<file path="config.mk">
export PLATFORM = sky130hd
export DESIGN_NAME = fp2_calc_core
export DESIGN_NICKNAME = d
export VERILOG_FILES = /design/src/rtl/fp2_calc_pkg.sv /design/src/rtl/ram_port_if.sv /design/src/rtl/fp_add_sub.sv /design/src/rtl/operand_ram.sv /design/src/rtl/fp2_alu.sv /design/src/rtl/calc_sequencer.sv /design/src/rtl/fp2_calc_core.sv
export SDC_FILE = /design/constraint.sdc
export NUM_CORES = 2
export LEC_CHECK = 0
export CORE_MARGIN = 2
export CORE_UTILIZATION = 45
export CTS_CLUSTER_DIAMETER = 80
export DETAILED_ROUTE_END_ITERATION = 8
export DONT_BUFFER_PORTS = 1
export PLACE_DENSITY_LB_ADDON = 0.12
export SYNTH_ARGS = -nofsm -noshare
export SYNTH_HDL_FRONTEND = slang
export SYNTH_SLANG_ARGS = --single-unit
</file>
<file path="constraint.sdc">
create_clock -name clk -period 9 [get_ports clk]
set_clock_uncertainty 0.15 [all_clocks]
set_input_delay 0.9 -clock clk [delete_from_list [all_inputs] [get_ports clk]]
set_output_delay 0.9 -clock clk [all_outputs]
set_load 0.01 [all_outputs]
</file>
<file path="src/rtl/fp2_calc_pkg.sv">
package fp2_calc_pkg;

    localparam int WORD_W    = 16;
    localparam int ADDR_W    = 6;
    localparam int RAM_DEPTH = 1 << ADDR_W;   // 64 words
    localparam int OP_W      = 2;
    localparam int CMD_W     = OP_W + 3 * ADDR_W;

    // command word layout, ret in the low bits
    localparam int RET_LSB = 0;
    localparam int OPB_LSB = ADDR_W;
    localparam int OPA_LSB = 2 * ADDR_W;
    localparam int OP_LSB  = 3 * ADDR_W;

    typedef logic [WORD_W-1:0] word_t;
    typedef logic [ADDR_W-1:0] addr_t;
    typedef logic [CMD_W-1:0]  cmd_t;

    typedef enum logic [OP_W-1:0] {
        ADD  = 2'd0,
        SUB  = 2'd1,
        DBL  = 2'd2,    // operand b unused
        CONJ = 2'd3     // operand b unused
    } alu_op_t;

    typedef enum logic [1:0] {
        IN_IDLE   = 2'd0,
        IN_LOAD   = 2'd1,
        IN_EXEC   = 2'd2,
        IN_RESULT = 2'd3
    } input_mode_t;

endpackage

</file>
<file path="src/rtl/ram_port_if.sv">
`timescale 1ns/1ns

// read side of the operand RAM
interface ram_rd_if;
    import fp2_calc_pkg::*;

    addr_t addr1;
    addr_t addr2;
    word_t data1;
    word_t data2;

    modport seq (output addr1, output addr2);
    modport alu (input data1, input data2);
    modport ram (input addr1, input addr2, output data1, output data2);

endinterface

// write side, addresses from the sequencer and data from the ALU
interface ram_wr_if;
    import fp2_calc_pkg::*;

    logic  we1;
    logic  we2;
    addr_t addr1;
    addr_t addr2;
    word_t data1;
    word_t data2;

    modport seq (output we1, output we2, output addr1, output addr2);
    modport alu (output data1, output data2);
    modport ram (
        input we1,
        input we2,
        input addr1,
        input addr2,
        input data1,
        input data2
    );

endinterface

</file>
<file path="src/rtl/fp_add_sub.sv">
`timescale 1ns/1ns

module fp_add_sub #(
    parameter int unsigned MODULUS = 65521
) (
    input  fp2_calc_pkg::word_t x,
    input  fp2_calc_pkg::word_t y,
    input  logic                sub,
    output fp2_calc_pkg::word_t z
);
    import fp2_calc_pkg::*;

    localparam logic [WORD_W:0] MOD_EXT = (WORD_W + 1)'(MODULUS);

    logic [WORD_W:0] sum;
    logic [WORD_W:0] diff;
    logic            borrow;
    logic            over;

    // one extra bit keeps the carry and the borrow
    assign sum    = {1'b0, x} + {1'b0, y};
    assign diff   = {1'b0, x} - {1'b0, y};
    assign borrow = diff[WORD_W];   // x below y
    assign over   = (sum >= MOD_EXT);

    always_comb begin
        if (sub) begin
            if (borrow) begin
                z = word_t'(diff + MOD_EXT);
            end else begin
                z = word_t'(diff);
            end
        end else begin
            if (over) begin
                z = word_t'(sum - MOD_EXT);
            end else begin
                z = word_t'(sum);
            end
        end
    end

endmodule

</file>
<file path="src/rtl/operand_ram.sv">
`timescale 1ns/1ns

module operand_ram (
    input  logic                      clk,
    input  logic                      rst_n,
    input  fp2_calc_pkg::input_mode_t input_mode,
    input  fp2_calc_pkg::addr_t       waddr1,
    input  fp2_calc_pkg::addr_t       waddr2,
    input  fp2_calc_pkg::word_t       wdata1,
    input  fp2_calc_pkg::word_t       wdata2,
    input  fp2_calc_pkg::addr_t       raddr1,
    input  fp2_calc_pkg::addr_t       raddr2,
    ram_rd_if.ram                     rd,
    ram_wr_if.ram                     wr,
    output fp2_calc_pkg::word_t       outdata1,
    output fp2_calc_pkg::word_t       outdata2
);
    import fp2_calc_pkg::*;

    word_t mem [RAM_DEPTH];

    logic  load;
    logic  exec;
    logic  result;
    logic  we1;
    logic  we2;
    addr_t wa1;
    addr_t wa2;
    word_t wd1;
    word_t wd2;
    addr_t ra1;
    addr_t ra2;
    word_t q1;
    word_t q2;

    assign load   = (input_mode == IN_LOAD);
    assign exec   = (input_mode == IN_EXEC);
    assign result = (input_mode == IN_RESULT);

    // external ports own the RAM while loading
    assign we1 = load || (exec && wr.we1);
    assign we2 = load || (exec && wr.we2);
    assign wa1 = load ? waddr1 : wr.addr1;
    assign wa2 = load ? waddr2 : wr.addr2;
    assign wd1 = load ? wdata1 : wr.data1;
    assign wd2 = load ? wdata2 : wr.data2;

    always_ff @(posedge clk) begin
        if (we1) begin
            mem[wa1] <= wd1;
        end
        if (we2) begin
            mem[wa2] <= wd2;   // port 2 wins on a shared address
        end
    end

    assign ra1 = result ? raddr1 : rd.addr1;
    assign ra2 = result ? raddr2 : rd.addr2;

    always_ff @(posedge clk) begin
        q1 <= mem[ra1];
        q2 <= mem[ra2];
    end

    assign rd.data1 = q1;
    assign rd.data2 = q2;

    assign outdata1 = result ? q1 : '0;
    assign outdata2 = result ? q2 : '0;

    // sequencer write strobes must never reach the RAM in another mode
    assert property (@(posedge clk) disable iff (!rst_n)
        (wr.we1 || wr.we2) |-> (input_mode == IN_EXEC));

endmodule

</file>
<file path="src/rtl/fp2_alu.sv">
`timescale 1ns/1ns

module fp2_alu #(
    parameter int unsigned MODULUS = 65521
) (
    input  logic                  clk,
    input  logic                  rst_n,
    input  logic                  capture_a,
    input  logic                  capture_b,
    input  logic                  compute,
    input  fp2_calc_pkg::alu_op_t op,
    ram_rd_if.alu                 rd,
    ram_wr_if.alu                 wr
);
    import fp2_calc_pkg::*;

    word_t a0;
    word_t a1;
    word_t b0;
    word_t b1;
    word_t b0_op;
    word_t b1_op;
    word_t x0;
    word_t y0;
    word_t x1;
    word_t y1;
    logic  sub0;
    logic  sub1;
    word_t z0;
    word_t z1;
    word_t r0;
    word_t r1;

    always_ff @(posedge clk or negedge rst_n) begin
        if (!rst_n) begin
            a0 <= '0;
            a1 <= '0;
            b0 <= '0;
            b1 <= '0;
            r0 <= '0;
            r1 <= '0;
        end else begin
            if (capture_a) begin
                a0 <= rd.data1;
                a1 <= rd.data2;
            end
            if (capture_b) begin
                b0 <= rd.data1;
                b1 <= rd.data2;
            end
            if (compute) begin
                r0 <= z0;
                r1 <= z1;
            end
        end
    end

    // b is still on the read port in the compute cycle
    assign b0_op = capture_b ? rd.data1 : b0;
    assign b1_op = capture_b ? rd.data2 : b1;

    always_comb begin
        x0   = a0;
        y0   = b0_op;
        sub0 = 1'b0;
        x1   = a1;
        y1   = b1_op;
        sub1 = 1'b0;
        case (op)
            ADD, SUB: begin
                sub0 = (op == SUB);
                sub1 = (op == SUB);
            end
            DBL: begin
                y0 = a0;
                y1 = a1;
            end
            CONJ: begin
                y0   = '0;   // a0 + 0
                x1   = '0;   // 0 - a1
                y1   = a1;
                sub1 = 1'b1;
            end
            default: begin
                sub0 = 1'b0;
                sub1 = 1'b0;
            end
        endcase
    end

    fp_add_sub #(.MODULUS(MODULUS)) lane0 (.x(x0), .y(y0), .sub(sub0), .z(z0));
    fp_add_sub #(.MODULUS(MODULUS)) lane1 (.x(x1), .y(y1), .sub(sub1), .z(z1));

    assign wr.data1 = r0;
    assign wr.data2 = r1;

    // holds only while the RAM contents stay reduced
    assert property (@(posedge clk) disable iff (!rst_n)
        (r0 < MODULUS) && (r1 < MODULUS));

endmodule

</file>
<file path="src/rtl/calc_sequencer.sv">
`timescale 1ns/1ns

module calc_sequencer (
    input  logic                      clk,
    input  logic                      rst_n,
    input  fp2_calc_pkg::input_mode_t input_mode,
    input  fp2_calc_pkg::cmd_t        top_cmd,
    ram_rd_if.seq                     rd,
    ram_wr_if.seq                     wr,
    output logic                      capture_a,
    output logic                      capture_b,
    output logic                      compute,
    output fp2_calc_pkg::alu_op_t     op,
    output logic                      finished_flag
);
    import fp2_calc_pkg::*;

    typedef enum logic [2:0] {
        IDLE,
        RD_A,
        RD_B,
        CALC,
        WR,
        DONE
    } calc_state_t;

    calc_state_t state;
    calc_state_t state_nxt;
    cmd_t        cmd_q;
    addr_t       opr_a;
    addr_t       opr_b;
    addr_t       ret;
    addr_t       rd_base;
    logic        exec;

    assign exec = (input_mode == IN_EXEC);

    always_ff @(posedge clk) begin
        if (state == IDLE) begin
            cmd_q <= top_cmd;   // frozen once the sequence starts
        end
    end

    assign op    = alu_op_t'(cmd_q[OP_LSB +: OP_W]);
    assign opr_a = cmd_q[OPA_LSB +: ADDR_W];
    assign opr_b = cmd_q[OPB_LSB +: ADDR_W];
    assign ret   = cmd_q[RET_LSB +: ADDR_W];

    always_comb begin
        state_nxt = state;
        if (!exec) begin
            state_nxt = IDLE;   // abort, nothing written
        end else begin
            case (state)
                IDLE:    state_nxt = RD_A;
                RD_A:    state_nxt = RD_B;
                RD_B:    state_nxt = CALC;
                CALC:    state_nxt = WR;
                WR:      state_nxt = DONE;
                DONE:    state_nxt = DONE;
                default: state_nxt = IDLE;
            endcase
        end
    end

    always_ff @(posedge clk or negedge rst_n) begin
        if (!rst_n) begin
            state <= IDLE;
        end else begin
            state <= state_nxt;
        end
    end

    assign rd_base  = (state == RD_B) ? opr_b : opr_a;
    assign rd.addr1 = rd_base;
    assign rd.addr2 = rd_base + addr_t'(1);   // odd word of the pair

    assign capture_a = (state == RD_B);
    assign capture_b = (state == CALC);
    assign compute   = (state == CALC);

    assign wr.we1   = (state == WR) && exec;
    assign wr.we2   = (state == WR) && exec;
    assign wr.addr1 = ret;
    assign wr.addr2 = ret + addr_t'(1);

    assign finished_flag = (state == DONE);

    // both words are written together, right after the compute cycle
    assert property (@(posedge clk) disable iff (!rst_n)
        (wr.we1 || wr.we2) |->
            (state == WR) && ($past(state) == CALC) && (wr.we1 == wr.we2));

    assert property (@(posedge clk) disable iff (!rst_n)
        $rose(finished_flag) |-> ($past(state) == WR));

endmodule

</file>
<file path="src/rtl/fp2_calc_core.sv">
`timescale 1ns/1ns

module fp2_calc_core #(
    parameter int unsigned MODULUS = 65521
) (
    input  logic                      clk,
    input  logic                      rst_n,
    input  fp2_calc_pkg::input_mode_t input_mode,
    input  fp2_calc_pkg::cmd_t        top_cmd,
    input  fp2_calc_pkg::addr_t       waddr1,
    input  fp2_calc_pkg::addr_t       waddr2,
    input  fp2_calc_pkg::word_t       wdata1,
    input  fp2_calc_pkg::word_t       wdata2,
    input  fp2_calc_pkg::addr_t       raddr1,
    input  fp2_calc_pkg::addr_t       raddr2,
    output fp2_calc_pkg::word_t       outdata1,
    output fp2_calc_pkg::word_t       outdata2,
    output logic                      finished_flag
);
    import fp2_calc_pkg::*;

    ram_rd_if rd_bus ();
    ram_wr_if wr_bus ();

    logic    capture_a;
    logic    capture_b;
    logic    compute;
    alu_op_t op;

    operand_ram u_ram (
        .clk        (clk),
        .rst_n      (rst_n),
        .input_mode (input_mode),
        .waddr1     (waddr1),
        .waddr2     (waddr2),
        .wdata1     (wdata1),
        .wdata2     (wdata2),
        .raddr1     (raddr1),
        .raddr2     (raddr2),
        .rd         (rd_bus.ram),
        .wr         (wr_bus.ram),
        .outdata1   (outdata1),
        .outdata2   (outdata2)
    );

    fp2_alu #(.MODULUS(MODULUS)) u_alu (
        .clk       (clk),
        .rst_n     (rst_n),
        .capture_a (capture_a),
        .capture_b (capture_b),
        .compute   (compute),
        .op        (op),
        .rd        (rd_bus.alu),
        .wr        (wr_bus.alu)
    );

    calc_sequencer u_seq (
        .clk           (clk),
        .rst_n         (rst_n),
        .input_mode    (input_mode),
        .top_cmd       (top_cmd),
        .rd            (rd_bus.seq),
        .wr            (wr_bus.seq),
        .capture_a     (capture_a),
        .capture_b     (capture_b),
        .compute       (compute),
        .op            (op),
        .finished_flag (finished_flag)
    );

endmodule

</file>
* Yosys cells after proc, flatten, opt, wreduce, memory -nomap -nowiden
Memory sizes are Yosys's and may differ from the RTL's. A register that Yosys moved wholly into a read port is not among the register bits. Cells that the tools add are included.
Word-level totals: bits of input ports 80, bits in writable memories 1024, register bits 119, memories 1, output and inout bits 33
Cells by class: mux-type cells 26, $add $sub $neg 10, reduce and logical (&&, ||, !) cells 8, eq/ne operators 11, order comparisons 2
Memories:
- u_ram.mem | depth 64, bits a word 16, rd ports 2, clocked after Yosys merged registers in 2, write ports 2, line operand_ram.sv:20 | word_t mem [RAM_DEPTH];
Operators by type and width (count):
- 16-bit two-way mux | 14
- 16-bit by 16-bit adder with 17-bit output | 2
- 17-bit by 16-bit greater-or-equal comparator with 1-bit output, second input constant | 2
- 16-bit by 16-bit subtractor with 17-bit output | 2
- 16-bit adder, second input constant | 2
- 16-bit case mux with 2 select lines | 1
- 16-bit subtractor, second input constant | 2
- 6-bit two-way mux | 5
- 3-bit case mux with 5 select lines | 1
- 6-bit by 1-bit adder with 6-bit output, second input constant | 2
- 2-bit equality test, second input constant | 4
- 3-bit by 2-bit equality test with 1-bit output, second input constant | 2
- 3-bit equality test, second input constant | 2
- 2-bit OR reduction | 3
- 2-bit by 1-bit equality test with 1-bit output, second input constant | 2
- 3-bit by 1-bit equality test with 1-bit output, second input constant | 1
- 3-bit zero test | 1
- 1-bit two-way mux | 3
- 3-bit two-way mux | 1
- 1-bit logical AND | 2
- 2-bit zero test | 1
- 1-bit case mux with 2 select lines | 1
- 1-bit logical OR | 1

* Longest topological paths before layout
depth in word-level cells 7, mapped depth 19, depth with buffers taken out 17

* Hierarchy
Synthesis repeated with hierarchy kept, for this count alone.
Unflattened totals: cells, all modules 6183, area total of the unflattened synthesis 76503.4 um^2
Modules (own cells, without submodules):
- operand_ram | times used 1, cells an instance 5014, area an instance 65427.8 um^2
- fp2_alu | times used 1, cells an instance 263, area an instance 4219.0 um^2
- fp_add_sub at u_alu.lane1 | times used 1, cells an instance 422, area an instance 2931.6 um^2
- fp_add_sub at u_alu.lane0 | times used 1, cells an instance 398, area an instance 2787.7 um^2
- calc_sequencer | times used 1, cells an instance 86, area an instance 1137.3 um^2

* Least setup slack after synthesis
OpenSTA, ideal clock, no wires.
path kind reg2reg, start point register u_seq.state[0], end point register u_alu.r1[13] (netlist: u_alu.wr.data2[13]), clock period less this slack 4837 ps, data arrival time 4600 ps, path buffers 2, setup slack 4163 ps, stages on the path, launching flop included 20, required time 8763 ps, cells stage by stage dfrtp_1 inv_1 nor3b_1 clkbuf_1 nand2_1 nand2_1 mux2_2 ha_1 inv_1 fa_1 nand3b_1 a2111oi_2 a211oi_2 and3b_1 nand4_2 nor4_2 a32o_1 buf_6 mux2_4 a211oi_2
Between the ends: longest elaborated chain between the ends 7
RTL lines:
- start: declaration | line calc_sequencer.sv:27 | calc_state_t state;
- start signal: assignment | line calc_sequencer.sv:70 | state <= state_nxt;
- 3-bit by 2-bit equality test with 1-bit output * | line calc_sequencer.sv:79 | assign capture_b = (state == CALC);
- 16-bit two-way mux * | line fp2_alu.sv:60 | assign b1_op = capture_b ? rd.data2 : b1;
- named net u_alu.b1_op[0] | line fp2_alu.sv:22 | word_t b1_op;
- 16-bit two-way mux * | line fp2_alu.sv:69 | case (op)
- 16-bit by 16-bit adder with 17-bit output / 16-bit by 16-bit subtractor with 17-bit output (equally long branches) | line fp_add_sub.sv:21, fp_add_sub.sv:22
- 16-bit subtractor, or another cell as far along | line fp_add_sub.sv:35 | z = word_t'(sum - MOD_EXT);
- 16-bit two-way mux (on tied branches) | line fp_add_sub.sv:34, fp_add_sub.sv:28
- 16-bit two-way mux * | line fp_add_sub.sv:27 | if (sub) begin
- end signal: assignment | line fp2_alu.sv:53 | r1 <= z1;
- end: declaration | line fp2_alu.sv:32 | word_t r1;
The timed path passes the listed nets; every way through them passes the cells marked *. A chain may end at the register's enable or synchronous reset.

* Final worst setup path
start point register u_seq.cmd_q[19], end point register u_alu.r0[11] (netlist: u_alu.wr.data1[11])
Between the ends: longest elaborated chain between the ends 6
RTL lines:
- start: declaration | line calc_sequencer.sv:29 | cmd_t cmd_q;
- start signal: assignment | line calc_sequencer.sv:40 | cmd_q <= top_cmd;
- 2-bit equality test | line fp2_alu.sv:69
- 16-bit case mux with 2 select lines | line fp2_alu.sv:69
- 16-bit by 16-bit adder with 17-bit output / 16-bit by 16-bit subtractor with 17-bit output (equally long branches) | line fp_add_sub.sv:21, fp_add_sub.sv:22
- 16-bit subtractor, or another cell as far along | line fp_add_sub.sv:35
- 16-bit two-way mux (on tied branches) | line fp_add_sub.sv:34, fp_add_sub.sv:28
- 16-bit two-way mux * | line fp_add_sub.sv:27
- end signal: assignment | line fp2_alu.sv:52 | r0 <= z0;
- end: declaration | line fp2_alu.sv:31 | word_t r0;
Every way passes the cells marked *; elsewhere a longest branch is shown, timed or not.

==> impl_metrics.ini <==
[logic_synthesis]
ys_warn_count = 0
synth_top_area_share = 0.4346
synth_seq_area_share = 0.4779
synth-seq-cells = 1175
synth_area_leaders = edfxtp_1 (43%), mux4_2 (16%), a21oi_1 (7.6%), nor2_1 (6.0%), mux2i_1 (5.4%)
syn_avg_cell_area_um2 = 11.04
synth_cells = 6533
synthTopCellsByCount = nor2_1 (1149), a21oi_1 (1100), edfxtp_1 (1044)
synth_cell_type_count = 106
yosysMostFrequentCell = nor2_1
syn_area_um2 = 72130
yosysTopAreaCell = edfxtp_1
synth_fp_nets = 6692
synth_ff_type = edfxtp_1
async_flop_share = 0.08426
synth_edf_count = 1044

[cts]
root_buffer = clkbuf_16
cts_made_buffers = 142
cts_setup_buffers = 0
cts_hold_buf = 2
clockBufferDepth = 3
ctsHtreeMaxLevel = 4
cts_tree = done
clock-sinks = 1175
clk_pin_slew_worst_paths_ps = 60
cts_resized = 0
clk_latency_ps = 790

[timing]
period_needed_ps = 6609
slew_headroom = 0.1130
hold_violations = 0
finalSetupViolCount = 0
slew_viol_final = 0
finalSetupTns_ps = 0
fmax_mhz = 151.3
rsz0062_at_grt = false
tightest_slew_ps = 1326
fin_crit_sh = 0.7344

[flow_run]
cap_violations = 0

[layout]
regArea_um2 = 34470
final_nets = 6407
layout-drive-gt1-share = 0.1814
final_cells = 8435
nFillCells = 13890
area_growth_pct = 9.875
multi_input_area_um2 = 35580

[routing]
drcViolationCount = 0
viasPerCell = 6.771
top_layer_used = met5
ant_nets = 0
drt_iter0_drc = 8288
routed_wl_mm = 288.6
wl_met2_mm = 124.2
wl_per_cell_um = 34.22
routed-wl-met3_mm = 38.67
met1Wirelength_mm = 111.1
vias = 57120
dr.pass1.iters = 6

[die]
num_rows = 146
io_pins = 113
die-area_um2 = 163500
core-area_um2 = 158700
start_util = 0.4544
die_width_um = 404.4
die_h_um = 404.4

[power]
leakagePower_nw = 29.05
power_density_nw_per_um2 = 279.9
power.total_mw = 22.18
vdd_drop_max_uv = 213.7

[global_route]
grt_pass1_wl_mm = 404.5
grt_max_degree = 100
grt-ovfl-total = 0
grt_antenna_before_repair = 9
grt_pass1_vias = 52950
track_usage = 0.3477

[setup_path]
r2r-start = u_seq.cmd_q[19]$_DFFE_PN_
cp_top_family = simple AND/OR/NAND/NOR gates
ff2ff_path_depth = 15
start_kind = flop
cp_slowest_cell = nor2_1
path_class = flop to flop
crit_arrival_ps = 7120
crit_chain = inv_2 -> nor2_1 -> a22o_1 -> ha_1 -> inv_1 -> fa_1 -> nand3b_1 -> and2_1 -> o31ai_1 -> a2bb2oi_1 -> a41oi_1 -> nor4_2 -> nor2_2 -> a2111oi_0 -> o21ai_1
critical_path_buf_inv_count = 2
critPathMaxStageDelay_ps = 1040
r2r-end = u_alu.wr.data1[11]$_DFFE_PN0P_
r2r_setup_slack_ps = 2390
cp_max_fo = 19
cp-end-kind = flop
required_ps = 9510

[place]
gp_congestion = 0.9685
hpwlAfterDp_mm = 183.4
port_buffers = 0
dp_cells = 8174

[min_path]
hold_end = u_seq.cmd_q[18]$_DFFE_PN_
hp-start = top_cmd[18]
hold_depth = 0
hp-class = input port to flop

[outcome]
outcome = complete, no violations
-- placed cells by master (no fill, tap or decap), drive strengths merged, types with 75 or more instances in the layout --
master / instances
edfxtp: 1044
mux4: 512
inv: 108
nand2: 481
a21oi: 1104
buf: 221
clkbuf: 195
ha: 75
nand3: 91
mux2i: 389
nor2: 1151
dfrtp: 99
o21ai: 128
-- final cells by class --
type / instances / share of cell area
Antenna cell: 6 / 0.0001894
Clock buffer: 195 / 0.04840
Clock inverter: 58 / 0.006662
Inverter: 98 / 0.004641
Multi-Input combinational cell: 4609 / 0.4490
Sequential cell: 1175 / 0.4349
Tap cell: 2072 / 0.03271
Timing Repair Buffer: 222 / 0.02352
-- metal layers --
metal,GRT usage,up-vias
li1,-,23820
met1,0.4752,28700
met2,0.5056,4004
met3,0.1117,587
met4,0.1544,12
met5,0.005650,-
-- state kept, by name (all words and copies together) (netlist names) --
| register | cells |
|---|---|
| u_alu.a0 | 16 |
| u_alu.a1 | 16 |
| u_alu.wr.data2 | 16 |
| u_seq.state | 3 |
| u_ram.mem | 1024 |
| u_ram.rd.data1 | 16 |
| u_alu.b0 | 16 |
| u_seq.cmd_q | 20 |
| u_alu.wr.data1 | 16 |
| u_alu.b1 | 16 |
| u_ram.rd.data2 | 16 |
-- logic make-up after synthesis --
family	after synthesis	synth area share
AND/OR/NAND/NOR	2007	0.1179
AO/OA/AOI/OAI	1501	0.1172
flip-flops	1175	0.4779
multiplexers	953	0.2220
buffers and inverters	749	0.04238
adder cells (fa/ha/maj)	79	0.01412
XOR/XNOR	69	0.008482
-- how the worst max path moves through the flow --
| stage | end | startpoint | slack, ps | cells after the start |
|---|---|---|---|---|
| 3_3_place_gp | u_alu.wr.data1[11]$_DFFE_PN0P_ | u_seq.cmd_q[19]$_DFFE_PN_ | 2470 | 15 |
| 6_report | u_alu.wr.data1[11]$_DFFE_PN0P_ | u_seq.cmd_q[19]$_DFFE_PN_ | 2390 | 15 |
| 2_1_floorplan | u_alu.wr.data2[13]$_DFFE_PN0P_ | u_seq.state[0]$_DFF_PN0_ | 4160 | 19 |
| 5_1_grt | u_alu.wr.data1[11]$_DFFE_PN0P_ | u_seq.cmd_q[19]$_DFFE_PN_ | 1760 | 15 |
| 4_1_cts | u_alu.wr.data1[11]$_DFFE_PN0P_ | u_seq.cmd_q[19]$_DFFE_PN_ | 2420 | 15 |
| 3_5_place_dp | u_alu.wr.data1[11]$_DFFE_PN0P_ | u_seq.cmd_q[19]$_DFFE_PN_ | 2390 | 15 |
-- through the flow --
stage	utilization	hold slack, ps	cell area (um2)	worst slack [ps]
after floorplan	-	280.9	72130	4163
after global placement	0.4714	302.0	74840	2475
after detailed placement	0.4714	307.9	74840	2393
after CTS	0.4992	20.30	79240	2423
after global routing	0.4992	35.27	79240	1761
final	0.4993	60.62	79250	2391
-- where the power goes --
| group | total, mW | internal, mW | switching [mW] | leakage, nW |
|---|---|---|---|---|
| logic | 9.45 | 3.15 | 6.30 | 15.8 |
| registers | 7.12 | 6.65 | 0.472 | 11.1 |
| clock network | 5.61 | 3.21 | 2.40 | 2.12 |
Power figures use the tool's default switching activity.
